File: src/rtl/obj_macros.svh
// table sizes and terminator value for the object table DMA, included by packages and RTL
`ifndef OBJ_MACROS_SVH
`define OBJ_MACROS_SVH

// entries in one object table
`define OBJ_ENTRIES 256

// four 16-bit words per entry
// attributes sit at offset 3 and are fetched first
`define OBJ_WORDS (`OBJ_ENTRIES * 4)

// width of a word index within one page
`define OBJ_IDX_W 10

// upper byte of an attributes word that ends the table
`define OBJ_END_MARK 8'hFF

`endif

File: src/rtl/obj_bus_pkg.sv
// types for the shared video RAM read bus, referenced by scoped name from RTL and testbench
`default_nettype none

package obj_bus_pkg;

    // video RAM word address
    // bit 0 here is bit 1 of the byte address
    typedef logic [16:0] vram_addr_t;

    // one data word on the shared bus
    typedef logic [15:0] vram_word_t;

    // memory answer for the address currently on the bus
    // ok low means the data is not valid yet, so everything holds
    typedef struct packed {
        vram_word_t data;
        logic       ok;
    } vram_rsp_t;

endpackage

`default_nettype wire

File: src/rtl/obj_vram_addr.sv
// video RAM word counter for the table copy, emits the address in 3,2,1,0 entry order
`timescale 1ns/10ps
`default_nettype none

`include "obj_macros.svh"

module obj_vram_addr (
    input  logic                    clk,
    input  logic                    rst,
    input  logic                    load,
    input  logic                    step,
    input  logic [15:0]             vram_base,
    output obj_bus_pkg::vram_addr_t vram_addr,
    output logic                    last
);

    obj_bus_pkg::vram_addr_t cnt;
    // words fetched since the base load
    logic [`OBJ_IDX_W-1:0]   ofs;

    always_ff @(posedge clk or posedge rst) begin
        if (rst) begin
            cnt <= '0;
            ofs <= '0;
        end else if (load) begin
            // table base is aligned to 256 words
            cnt <= {vram_base[9:1], 8'd0};
            ofs <= '0;
        end else if (step) begin
            cnt <= cnt + obj_bus_pkg::vram_addr_t'(1);
            ofs <= ofs + 1'b1;
        end
    end

    // counter runs 0,1,2,3 and the bus sees 3,2,1,0
    assign vram_addr = {cnt[16:2], ~cnt[1:0]};

    // sitting on the final word of the table range
    assign last = (ofs == `OBJ_IDX_W'(`OBJ_WORDS - 1));

endmodule

`default_nettype wire

File: config.mk
export PLATFORM = sky130hd
export DESIGN_NAME = obj_vram_addr
export DESIGN_NICKNAME = d
export VERILOG_FILES = /design/src/rtl/obj_bus_pkg.sv /design/src/rtl/obj_vram_addr.sv
export VERILOG_INCLUDE_DIRS = /design/src /design/src/rtl
export SDC_FILE = /design/constraint.sdc
export NUM_CORES = 1
export LEC_CHECK = 0
export ABC_AREA = 1
export ABC_CLOCK_PERIOD_IN_PS = 3650
export BUFFER_PORTS_ARGS = -buffer_cell sky130_fd_sc_hd__buf_2
export CORE_AREA = 2 2 57 59
export DETAILED_ROUTE_END_ITERATION = 16
export DIE_AREA = 0 0 59 61
export PLACE_DENSITY_LB_ADDON = 0.08
export SYNTH_ARGS = -nofsm -noshare
export SYNTH_HDL_FRONTEND = slang
export SYNTH_SLANG_ARGS = --single-unit
File: constraint.sdc
create_clock -name clk -period 3.65 [get_ports clk]
set_input_delay 0 -clock clk [delete_from_list [all_inputs] [get_ports clk]]
set_output_delay 0 -clock clk [all_outputs]
set_load 0.005 [all_outputs]
# [Word-level counts from Yosys, hierarchy flattened]
# Index checks and enable logic that the tools add are counted.
[totals] register_bits=27 in_bits=20 wordCells=11
[op_classes] n_addsub=2 eq_ne=1 mux=4 n_bitwise=1 n_reduce_logical=1
[op_table] operator="17-bit 2-to-1 mux" count=2
[op_table] operator="10-bit 2-to-1 mux" count=2
[op_table] operator="17-bit by 1-bit adder with 17-bit output (second input constant)" count=1
[op_table] operator="10-bit by 1-bit adder with 10-bit output (second input constant)" count=1
[op_table] operator="10-bit == test (second input constant)" count=1
[op_table] operator="2-bit NOT" count=1
[op_table] operator="2-bit nonzero test" count=1

# [Logic depth before layout (Yosys ltp)]
[depth] ltp_word=3 mapped_depth=9

# [Worst setup path after synthesis]
# OpenSTA, ideal clock, no wires.
[synth_timing] path_type="flip-flop to flip-flop" startpoint="register cnt[1]" endpoint="register cnt[16]" arrival_time_ns=1.109 required_ns=3.529 setup_slack_ns=2.419 path_stages_with_launch=9 path_buffers=0 path_cell_list="dfrtp_1 ha_1 nand2_1 nor2_2 nand2_1 inv_2 nand3_1 nand3_1 nand2_1"
[synth_between] elab_chain_len=3
[synth_rtl] item="start: declaration" line="obj_vram_addr.sv:17" text="obj_bus_pkg::vram_addr_t cnt;"
[synth_rtl] item="start signal: assignment" line="obj_vram_addr.sv:27" text="cnt <= {vram_base[9:1], 8'd0};"
[synth_rtl] item="start signal: assignment" line="obj_vram_addr.sv:30" text="cnt <= cnt + obj_bus_pkg::vram_addr_t'(1);"
[synth_rtl] item="17-bit by 1-bit adder with 17-bit output" line="obj_vram_addr.sv:30"
[synth_rtl] item="17-bit 2-to-1 mux" line="obj_vram_addr.sv:29" text="end else if (step) begin"
[synth_rtl] item="17-bit 2-to-1 mux" line="obj_vram_addr.sv:25" text="end else if (load) begin"
# Every way passes these cells. The select of a mux whose other input is x is not followed.
# A chain may end at the register's enable or synchronous reset.

# [Final worst setup path]
[layout_timing] startpoint="register ofs[0]" endpoint="output last"
[layout_between] elab_chain_len=1
[layout_rtl] item="start: declaration" line="obj_vram_addr.sv:19" text="logic [`OBJ_IDX_W-1:0] ofs;"
[layout_rtl] item="start signal: assignment" line="obj_vram_addr.sv:31" text="ofs <= ofs + 1'b1;"
[layout_rtl] item="10-bit == test" line="obj_vram_addr.sv:39" text="assign last = (ofs == `OBJ_IDX_W'(`OBJ_WORDS - 1));"
[layout_rtl] item="end: declaration" line="obj_vram_addr.sv:14" text="output logic last"
# Every way passes these cells.

==> out/results.ini <==
[outcome]
status = finished clean

[placed_design]
placement.io_buffers = 30
routabilityCongestion = 0.811
dp_cells = 270
place_hpwl_mm = 2.39
place_ws_ns = 2.23

[timing]
slew_viol_final = 0
min_period_ns = 1.60
whs_ns = 0.0547
min_period_over_period_pct = 43.7
setup_viol = 0
worst_slack_ns = 2.05
fin_skew_ns = 0.00928
final.setup.tns_ns = 0
tightest_slew_ns = 1.03
hold_viol = 0
slew_headroom_pct = 31.1
grt_setup_unrepaired = no
max_freq_mhz = 626

[floorplan]
dieArea_mm2 = 0.00360
ios = 38
start_util_pct = 56.7
fp-row-count = 20
chipHeight_um = 61
die_w_um = 59
coreArea_mm2 = 0.00295

[finish]
mostFrequentLayoutCells = 55 x nand2_1, 30 x buf_2, 27 x dfrtp_1
final_common_cell = nand2_1
drive_gt1_share_pct = 17.1
ff_latch_area_um2 = 676
final_cells = 285
multi_input_area_um2 = 763
area_delta_synth_final_pct = 11.7
diodes = 0
fillerInstances = 280
final_nets = 275

[drt]
drc_errors = 0
routedWlPerCell_um = 12.1
via_per_inst = 5.14
vias = 1465
dr.pass1.iters = 5
drt-initial-drc-count = 104
detail-route-antenna-nets = 0
finalWirelength_mm = 3.45

[yosys]
syn_area_per_cell_um2 = 7.41
yosys.cell_types.count = 26
synth_ff_type = dfrtp_1
ys_ff_latch = 27
yosys_warnings = 0
ys_seq_area_share_pct = 40.4
netlist_area_mm2 = 0.00167
synthArstFlopShare_pct = 100
syn_inst = 226
synth_nets = 248
synth-edff-count = 0

[pwr]
clkPwrFrac_pct = 24.6
powerDensity_mw_per_mm2 = 295
leakagePower_nw = 0.904
vdd_ir_drop_max_mv = 0.168
sw_frac_of_total_pct = 28.8
comb_power_share_pct = 15.2
p_sw_mw = 0.158
power.internal_mw = 0.392
power_frac_seq_pct = 60.2

[clock_network]
h-tree-depth = 1
tritoncts = done
root_buffer = clkbuf_4
cts_buffers = 3
post_cts_buffers = 0
cts_sinks = 27
clock_latency_ns = 0.33
path_clk_slew_ns = 0.16
cts_max_path_buffers = 2
cts_resized = 0
cts_hold_buf = 11

[setup_path]
worst_setup_path_end_kind = primary output
worstPathMaxFanout = 4
crit_path_start_kind = flip-flop
path_class = reg -> out
cp.arrival_ns = 1.60
critPathRequiredTime_ns = 3.65

[global_route]
grt.total_usage_pct = 21.6
antenna_found_initial = 0
grt_max_degree = 28
overflow = 0
grt_first_pass_wirelength_mm = 5.91
grt_pass1_vias = 1305

[hold_path]
min_path_type = in -> reg

[run]
cap_violations = 0

==> per-layer routing <==
metal	global-route usage, %	up-vias	part of all wire [%]
li1	-	777	-
met1	31.6	652	51
met2	34.3	32	44
met3	1.92	4	3.6
met4	6.82	0	0.90
met5	0	-	0
==> area by class of cell <==
type                            instances  share of cell area (%)
Multi-Input combinational cell        153                    40.8
Sequential cell                        27                    36.1
Timing Repair Buffer                   41                    13.9
Inverter                               27                    5.42
Tap cell                               33                    2.21
Clock buffer                            3                    1.20
Clock inverter                          1                   0.268
==> worst max-delay path, cell delays in order, from the launching register on <==
cell and delay, ns:
dfrtp_1 0.42, ha_1 0.20, nand3_1 0.17, nor4_1 0.30, buf_2 0.17
==> path summary, 6_finish.rpt <==
kind	startpoint	to	slack (ns)	depth (start not counted)
worst max-delay path	ofs[0]$_DFFE_PP0P_	last	2.05	4
worst min-delay path	load	cnt[7]$_DFFE_PP0P_	0.05	2
worst max register to register	cnt[1]$_DFFE_PP0P_	cnt[12]$_DFFE_PP0P_	2.21	9
worst min register to register	ofs[3]$_DFFE_PP0P_	ofs[3]$_DFFE_PP0P_	0.51	1
max in group asynchronous	rst	cnt[5]$_DFFE_PP0P_	2.59	3
min in group asynchronous	rst	cnt[12]$_DFFE_PP0P_	0.43	3
==> cell usage after synthesis (2+ instances only) <==
library cell / instances / area [µm²]
a21oi_1: 11 / 55.1
a22oi_1: 8 / 60.1
buf_2: 2 / 10.0
buf_4: 16 / 120
dfrtp_1: 27 / 676
ha_1: 2 / 25.0
inv_1: 25 / 93.8
inv_2: 2 / 7.51
nand2_1: 55 / 206
nand3_1: 23 / 115
nand4_1: 3 / 18.8
nor2_1: 23 / 86.3
nor2_2: 3 / 18.8
nor2_4: 2 / 22.5
o21ai_0: 10 / 50.1
o21bai_1: 4 / 30.0
==> power groups by stage <==
stage | combinational, mW | sequential [mW] | clock, mW
global placement | 0.0743 | 0.336 | 0
finish | 0.0838 | 0.331 | 0.136
global route | 0.0963 | 0.334 | 0.148
detailed placement | 0.0752 | 0.336 | 0
floorplan | 0.0617 | 0.332 | 0
CTS | 0.0843 | 0.331 | 0.138
==> registers in the layout, summed over array words and instances, names as in the netlist <==
| name | flops |
|---|---|
| cnt | 17 |
| ofs | 10 |
==> cell families after synthesis <==
group                      count (synthesis)  synth area share [%]
and+or+nand+nor                          115                  30.9
buffers and inverters                     46                  14.1
adders and majority gates                  2                  1.49
xor gates and xnor gates                   1                 0.523
DFF                                       27                  40.4
AOI/OAI and AO/OA                         35                  12.6
==> metrics by stage <==
| step | util (%) | power [mW] | cell area [µm²] |
|---|---|---|---|
| after floorplan | - | 0.394 | 1670 |
| after global placement | 58.6 | 0.411 | 1730 |
| after detailed placement | 58.6 | 0.412 | 1730 |
| after CTS | 63.3 | 0.553 | 1870 |
| after global routing | 63.3 | 0.579 | 1870 |
| final | 63.3 | 0.551 | 1870 |
No activity file was read; power rests on OpenSTA's default activity.
