**src/rtl/obj_macros.svh**
```systemverilog
// table sizes and terminator value for the object table DMA, included by packages and RTL
`ifndef OBJ_MACROS_SVH
`define OBJ_MACROS_SVH

// entries in one object table
`define OBJ_ENTRIES 256

// four 16-bit words per entry
// attributes sit at offset 3 and are fetched first
`define OBJ_WORDS (`OBJ_ENTRIES * 4)

// width of a word index within one page
`define OBJ_IDX_W 10

// upper byte of an attributes word that ends the table
`define OBJ_END_MARK 8'hFF

`endif

```
**src/rtl/obj_bus_pkg.sv**
```systemverilog
// types for the shared video RAM read bus, referenced by scoped name from RTL and testbench
`default_nettype none

package obj_bus_pkg;

    // video RAM word address
    // bit 0 here is bit 1 of the byte address
    typedef logic [16:0] vram_addr_t;

    // one data word on the shared bus
    typedef logic [15:0] vram_word_t;

    // memory answer for the address currently on the bus
    // ok low means the data is not valid yet, so everything holds
    typedef struct packed {
        vram_word_t data;
        logic       ok;
    } vram_rsp_t;

endpackage

`default_nettype wire

```
**src/rtl/obj_table_pkg.sv**
```systemverilog
// types for object table entries, buffer writes and DMA states, referenced by scoped name
`default_nettype none

`include "obj_macros.svh"

package obj_table_pkg;

    // one word of the object table
    typedef logic [15:0] obj_word_t;

    // word index inside one page, natural order
    typedef logic [`OBJ_IDX_W-1:0] obj_idx_t;

    // single write into the double-buffered table
    // idx is the fetch-order index, the buffer undoes the reversal
    typedef struct packed {
        logic      en;
        logic      page;
        obj_idx_t  idx;
        obj_word_t data;
    } tbl_wr_t;

    // sequencer states
    // GRANT waits for the bus, FILL writes zeros to the page end
    typedef enum logic [1:0] {
        IDLE,
        GRANT,
        COPY,
        FILL
    } dma_state_t;

endpackage

`default_nettype wire

```
**src/rtl/obj_dma_ctrl.sv**
```systemverilog
// DMA sequencer: bus request, table copy with terminator stop, zero fill and page swap
`timescale 1ns/10ps
`default_nettype none

`include "obj_macros.svh"

module obj_dma_ctrl (
    input  logic                    clk,
    input  logic                    rst,
    input  logic                    pxl_cen,
    input  logic                    obj_dma_ok,
    input  logic                    busack,
    input  obj_bus_pkg::vram_rsp_t  vram_rsp,
    input  logic                    last,
    output logic                    busreq,
    output logic                    load,
    output logic                    step,
    output obj_table_pkg::tbl_wr_t  wr,
    output logic                    rd_page
);

    obj_table_pkg::dma_state_t state;
    obj_table_pkg::obj_idx_t   idx;
    logic                      settle;
    logic                      restart;

    logic accept;
    logic term;
    logic start;
    logic abort;
    logic idx_end;

    always_comb begin
        // a read only counts on a pixel beat with the bus granted and data valid
        // settle skips the beat right after an accept while the new address propagates
        accept = (state == obj_table_pkg::COPY) && pxl_cen && busack
            && vram_rsp.ok && !settle;
        // attributes word is the first of each entry in fetch order
        term = (vram_rsp.data[15:8] == `OBJ_END_MARK) && (idx[1:0] == 2'b00);
        start = (state == obj_table_pkg::IDLE) && (obj_dma_ok || restart);
        // new frame while busy drops the copy
        abort = obj_dma_ok && (state != obj_table_pkg::IDLE);
        idx_end = (idx == obj_table_pkg::obj_idx_t'(`OBJ_WORDS - 1));
        load = start;
        step = accept && !term && !abort;
    end

    always_ff @(posedge clk or posedge rst) begin
        if (rst) begin
            // power-up clears the page the renderer does not read yet
            state   <= obj_table_pkg::FILL;
            idx     <= '0;
            settle  <= 1'b0;
            restart <= 1'b0;
            rd_page <= 1'b0;
            busreq  <= 1'b0;
            wr      <= '0;
        end else begin
            wr.en <= 1'b0;
            if (abort) begin
                restart <= 1'b1;
                state   <= obj_table_pkg::IDLE;
            end else begin
                case (state)
                    obj_table_pkg::IDLE: begin
                        busreq <= 1'b0;
                        idx    <= '0;
                        settle <= 1'b1;
                        if (start) begin
                            // busreq stays high across a restart
                            busreq  <= 1'b1;
                            rd_page <= ~rd_page;
                            restart <= 1'b0;
                            state   <= obj_table_pkg::GRANT;
                        end
                    end
                    obj_table_pkg::GRANT: begin
                        if (busack) begin
                            state <= obj_table_pkg::COPY;
                        end
                    end
                    obj_table_pkg::COPY: begin
                        if (pxl_cen) begin
                            settle <= 1'b0;
                        end
                        if (accept) begin
                            if (term) begin
                                // terminator entry itself gets zeroed too
                                state <= obj_table_pkg::FILL;
                            end else begin
                                wr.en   <= 1'b1;
                                wr.page <= ~rd_page;
                                wr.idx  <= idx;
                                wr.data <= vram_rsp.data;
                                idx     <= idx + obj_table_pkg::obj_idx_t'(1);
                                settle  <= 1'b1;
                                // full table copied, no fill needed
                                if (last) begin
                                    state <= obj_table_pkg::IDLE;
                                end
                            end
                        end
                    end
                    obj_table_pkg::FILL: begin
                        // one zero per clock, no bus involved
                        wr.en   <= 1'b1;
                        wr.page <= ~rd_page;
                        wr.idx  <= idx;
                        wr.data <= '0;
                        idx     <= idx + obj_table_pkg::obj_idx_t'(1);
                        if (idx_end) begin
                            state <= obj_table_pkg::IDLE;
                        end
                    end
                    default: begin
                        state <= obj_table_pkg::IDLE;
                    end
                endcase
            end
        end
    end

endmodule

`default_nettype wire

```
**config.mk**
```make
export PLATFORM = sky130hd
export DESIGN_NAME = obj_dma_ctrl
export DESIGN_NICKNAME = d
export VERILOG_FILES = /design/src/rtl/obj_bus_pkg.sv /design/src/rtl/obj_table_pkg.sv /design/src/rtl/obj_dma_ctrl.sv
export VERILOG_INCLUDE_DIRS = /design/src /design/src/rtl
export SDC_FILE = /design/constraint.sdc
export NUM_CORES = 1
export LEC_CHECK = 0
export BUFFER_PORTS_ARGS = -buffer_cell sky130_fd_sc_hd__clkbuf_2
export CAP_MARGIN = 20
export CORE_MARGIN = 3
export CORE_UTILIZATION = 56
export DETAILED_ROUTE_END_ITERATION = 10
export PLACE_DENSITY = 0.82
export SETUP_SLACK_MARGIN = 0.5
export SLEW_MARGIN = 20
export SYNTH_ARGS = -nofsm -noshare
export SYNTH_HDL_FRONTEND = slang
export SYNTH_SLANG_ARGS = --single-unit
export TNS_END_PERCENT = 50
```
**constraint.sdc**
```tcl
create_clock -name clk -period 5.82 [get_ports clk]
set_input_delay 0.582 -clock clk [delete_from_list [all_inputs] [get_ports clk]]
set_output_delay 0.582 -clock clk [all_outputs]
set_load 0.005 [all_outputs]
```
### Word level (Yosys, flattened, before mapping)

Index checks and enable logic that the tools add are counted.

* add/sub/neg operators: 1
* equal/unequal tests: 12
* muxes and demuxes: 23
* bitwise gates (word level): 2
* reduce and logical (&&, ||, !) cells: 28

Operator list (count)
* $mux 28: 3
* $pmux 28 s2: 1
* $pmux 10 s3: 1
* $mux 10: 2
* $mux 2: 7
* $ne 3x3->1 const B: 4
* $add 10x1->10 const B: 1
* $eq 10x10->1 const B: 1
* $reduce_bool 2->1: 5
* $logic_and 1x1->1: 9
* $eq 8x8->1 const B: 1
* $pmux 2 s4: 1
* $reduce_and 4->1: 2
* $mux 1: 7
* $reduce_and 2->1: 3
* $reduce_and 5->1: 1
* $eq 2x2->1 const B: 2
* $logic_not 2->1: 2
* $ne 2x2->1 const B: 2
* $ne 4x4->1 const B: 1
* $logic_not 1->1: 3
* $reduce_and 3->1: 1
* $reduce_bool 3->1: 1
* $eq 2x1->1 const B: 1
* other kinds (3): 4

* flip-flop bits (word level): 44
* output and inout port bits: 32
* logic and storage cells: 76

### Depth between registers and ports, before layout

* word-level depth: 8
* gate-level depth with buffers: 8

### Worst setup path after synthesis

OpenSTA, ideal clock, no wires.

* path type: reg-to-output
* start point: register idx[0]
* end point: output step
* data arrival time: 1.483 ns
* required time: 5.238 ns
* setup slack: 3.755 ns
* cell stages (with the launch flop): 7
* buffers on the path: 1
* path through: dfrtp_1 inv_1 ha_1 nand4_2 o31ai_4 nor3b_4 buf_4

* longest elaborated chain between the ends: 5

RTL lines
* start: declaration: line obj_dma_ctrl.sv:23 `obj_table_pkg::obj_idx_t idx;`
* start signal: assignment: line obj_dma_ctrl.sv:95 `idx <= idx + obj_table_pkg::obj_idx_t'(1);`
* start signal: assignment: line obj_dma_ctrl.sv:110 `idx <= idx + obj_table_pkg::obj_idx_t'(1);`
* $logic_not 2->1: line obj_dma_ctrl.sv:39 `` term = (vram_rsp.data[15:8] == `OBJ_END_MARK) && (idx[1:0] == 2'b00); ``
* $logic_and 1x1->1: line obj_dma_ctrl.sv:39
* $logic_not 1->1: line obj_dma_ctrl.sv:45 `step = accept && !term && !abort;`
* $logic_and 1x1->1 (2 in series): line obj_dma_ctrl.sv:45
* end: declaration: line obj_dma_ctrl.sv:17 `output logic step,`

Every way passes these cells.

### Final worst setup path

Same ends and word-level chain as after synthesis.

==> run_results.csv <==
group,metric,value,unit
route,dr.first_iter.drc_count,111,
timing,finalSetupViolCount,0,
timing,max_freq,359.9,MHz
timing,hold_viol,0,
timing,slew_viol_final,0,
global_route,grt_pass1_wl,6844,um
synth,synth_top_area_cell,"dfrtp_1",
route,num_vias,1530,
route,first_pass_iters,4,
timing,max-slew-margin-rel,54.63,%
pwr,powerDensity,303.6,nW/um^2
synth,seq_area_frac_synth,53.81,%
critical_path,crit_path_start_kind,"flop",
synth,ys.warnings.count,0,
timing,rsz0062_at_grt,"no",
route,viasPerCell,5.584,
hold_path,hold_path.class,"input port to asynchronous set/reset pin",
timing,holdWs,0.3953,ns
route,drc_errors,0,
global_route,grt-ovfl-total,0,
critical_path,crit_path_max_fanout,17,
cts,post_cts.repair.setup_buffers,0,
cts,cts.sinks,44,
critical_path,crit_type,"flop to output port",
synth,syn-num-nets,198,
synth,ys_ff_latch,44,
floorplan,fp.dieW,66.52,um
floorplan,start_util,59.58,%
synth,ys_types,41,
global_route,antenna_found_initial,0,
finish,n_antenna_cell,0,
route,post_drt_wl_per_cell,14.97,um
critical_path,critical_path_arrival,2.20,ns
cts,clk_latency,0.29,ns
timing,fin_crit,2.779,ns
synth,avgSynthCellArea,11.85,um^2
floorplan,fp-row-count,21,
critical_path,critPathLaunch,"idx[0]",
route,finalWirelength,4103,um
timing,tightest_slew,0.6798,ns
critical_path,end_kind,"output port",
synth,synth_cells,173,
critical_path,required,5.24,ns
synth,syn_area,2051,um^2
critical_path,r2r_slack,3.47,ns
global_route,grt_max_degree,45,
finish,syn_to_final_growth,17.94,%
critical_path,reg2reg_to,"wr[25]",
floorplan,io_pins,55,
synth,synth.most_common_cell,"dfrtp_1",
outcome,outcome,"completed",
floorplan,dieHeight,66.52,um
flow_run,drv_cap,0,
critical_path,r2r_cells,6,
synth,ys_top_cells_by_area,"dfrtp_1 51%, a22o_1 7.7%, mux2_4 5.1%",
floorplan,dieArea,4424,um^2
timing,setup_tns,0,ns
cts,cts.root.buffer_cell,"clkbuf_8",
synth,synthFlopType,"dfrtp_1",
finish,fin_util,70.27,%
cts,h-tree-depth,2,
pwr,cellLeakagePower,1.245,nW
finish,drive_above_1_share,35.09,%
pwr,peakVddDrop,0.0002409,V
global_route,grt_pass1_vias,1453,
synth,ys_top_cells_by_count,"42 x dfrtp_1, 18 x a22o_1, 14 x nor2_1",
placed_design,place_congestion,0.8409,
cts,cts_tree,"built",
route,ant_nets,0,
cts,cts.clk_slew.worst_paths,0.08,ns
cts,cts_made_buffers,5,
critical_path,r2r-start,"idx[0]",
placed_design,dpl.hpwl,2878,um
placed_design,port_buffers,54,
synth,ys_async_sr_fraction,100.0,%
synth,synth_edf_count,0,
synth,synth_top_area_share,51.25,%
cts,holdBufCountCts,0,
finish,fin_nets,252,
cts,cts_resized,0,
timing,final.setup_skew,0.003547,ns
global_route,grt_use_total,20.48,%
timing,min_period_over_period,47.74,%
floorplan,core-area,3442,um^2
cts,clockBufferDepth,2,
-- sequential cells by signal, indices dropped and copies added (netlist names) --
signal	flops
restart	1
rd_page	1
busreq	1
state	2
wr	28
settle	1
idx	10
-- stage by stage --
stage	cell area (um^2)	setup WS [ns]	total power, W	cells
global placement	2331	3.323	0.0005523	266
global route	2419	2.865	0.0007773	274
floorplan	2051	3.755	0.0005016	173
CTS	2419	3.022	0.0007401	274
detailed placement	2331	3.257	0.0005551	266
finish	2419	3.041	0.0007342	274
-- routing by layer --
layer / global-route usage [%] / routed length (um)
met1: 27.98 / 1861
met2: 33.21 / 2011
met3: 5.059 / 204
met4: 4.315 / 27
met5: 0 / 0
-- cell usage in the layout, fill, tap and decap left out, drive strengths merged, types with 3 or more instances in the layout --
cell | netlist | layout
a21oi | 10 | 10
mux2 | 8 | 8
and3 | 4 | 4
nand4 | 3 | 3
a22o | 18 | 18
nand3 | 5 | 5
nor2 | 15 | 15
inv | 6 | 6
clkinv | 0 | 3
nand2 | 10 | 10
o21ai | 4 | 4
a211oi | 3 | 3
xnor2 | 9 | 9
clkbuf | 2 | 59
dfrtp | 42 | 42
-- how the worst max path moves through the flow --
stage                 to  depth (start not counted)
finish              step                          6
detailed placement  step                          5
CTS                 step                          6
global route        step                          6
global placement    step                          5
floorplan           step                          6
-- area by class of cell --
| cell class | count | area (um^2) |
|---|---|---|
| Sequential cell | 44 | 1104 |
| Timing Repair Buffer | 55 | 277.8 |
| Clock buffer | 5 | 68.82 |
| Inverter | 6 | 22.52 |
| Multi-Input combinational cell | 115 | 869.6 |
| Clock inverter | 3 | 18.77 |
| Tap cell | 46 | 57.56 |
| Fill cell | 265 | 1023 |
-- worst max-delay path: stages (launching register included) --
cell	delay, ns
dfrtp_1	0.45
inv_1	0.12
ha_1	0.22
nand4_2	0.15
o31ai_4	0.13
nor3b_4	0.60
clkbuf_2	0.23
-- power by group --
| part | internal [W] | total (W) | switching [W] |
|---|---|---|---|
| registers | 0.000340 | 0.000375 | 0.0000354 |
| logic | 0.0000745 | 0.000175 | 0.000100 |
| clock network | 0.0000836 | 0.000185 | 0.000101 |
-- logic make-up (layout without fill, tap and decap cells) --
| kind of cell | Yosys count | after routing | synth area share [%] |
|---|---|---|---|
| AOI/OAI and AO/OA | 46 | 46 | 18.18 |
| xor gates and xnor gates | 11 | 11 | 4.698 |
| adders and majority gates | 2 | 2 | 1.220 |
| buffers and inverters | 14 | 69 | 3.783 |
| DFF | 44 | 44 | 53.81 |
| muxes | 8 | 8 | 5.674 |
| and+or+nand+nor | 48 | 48 | 12.63 |
Power figures use the tool's default switching activity.
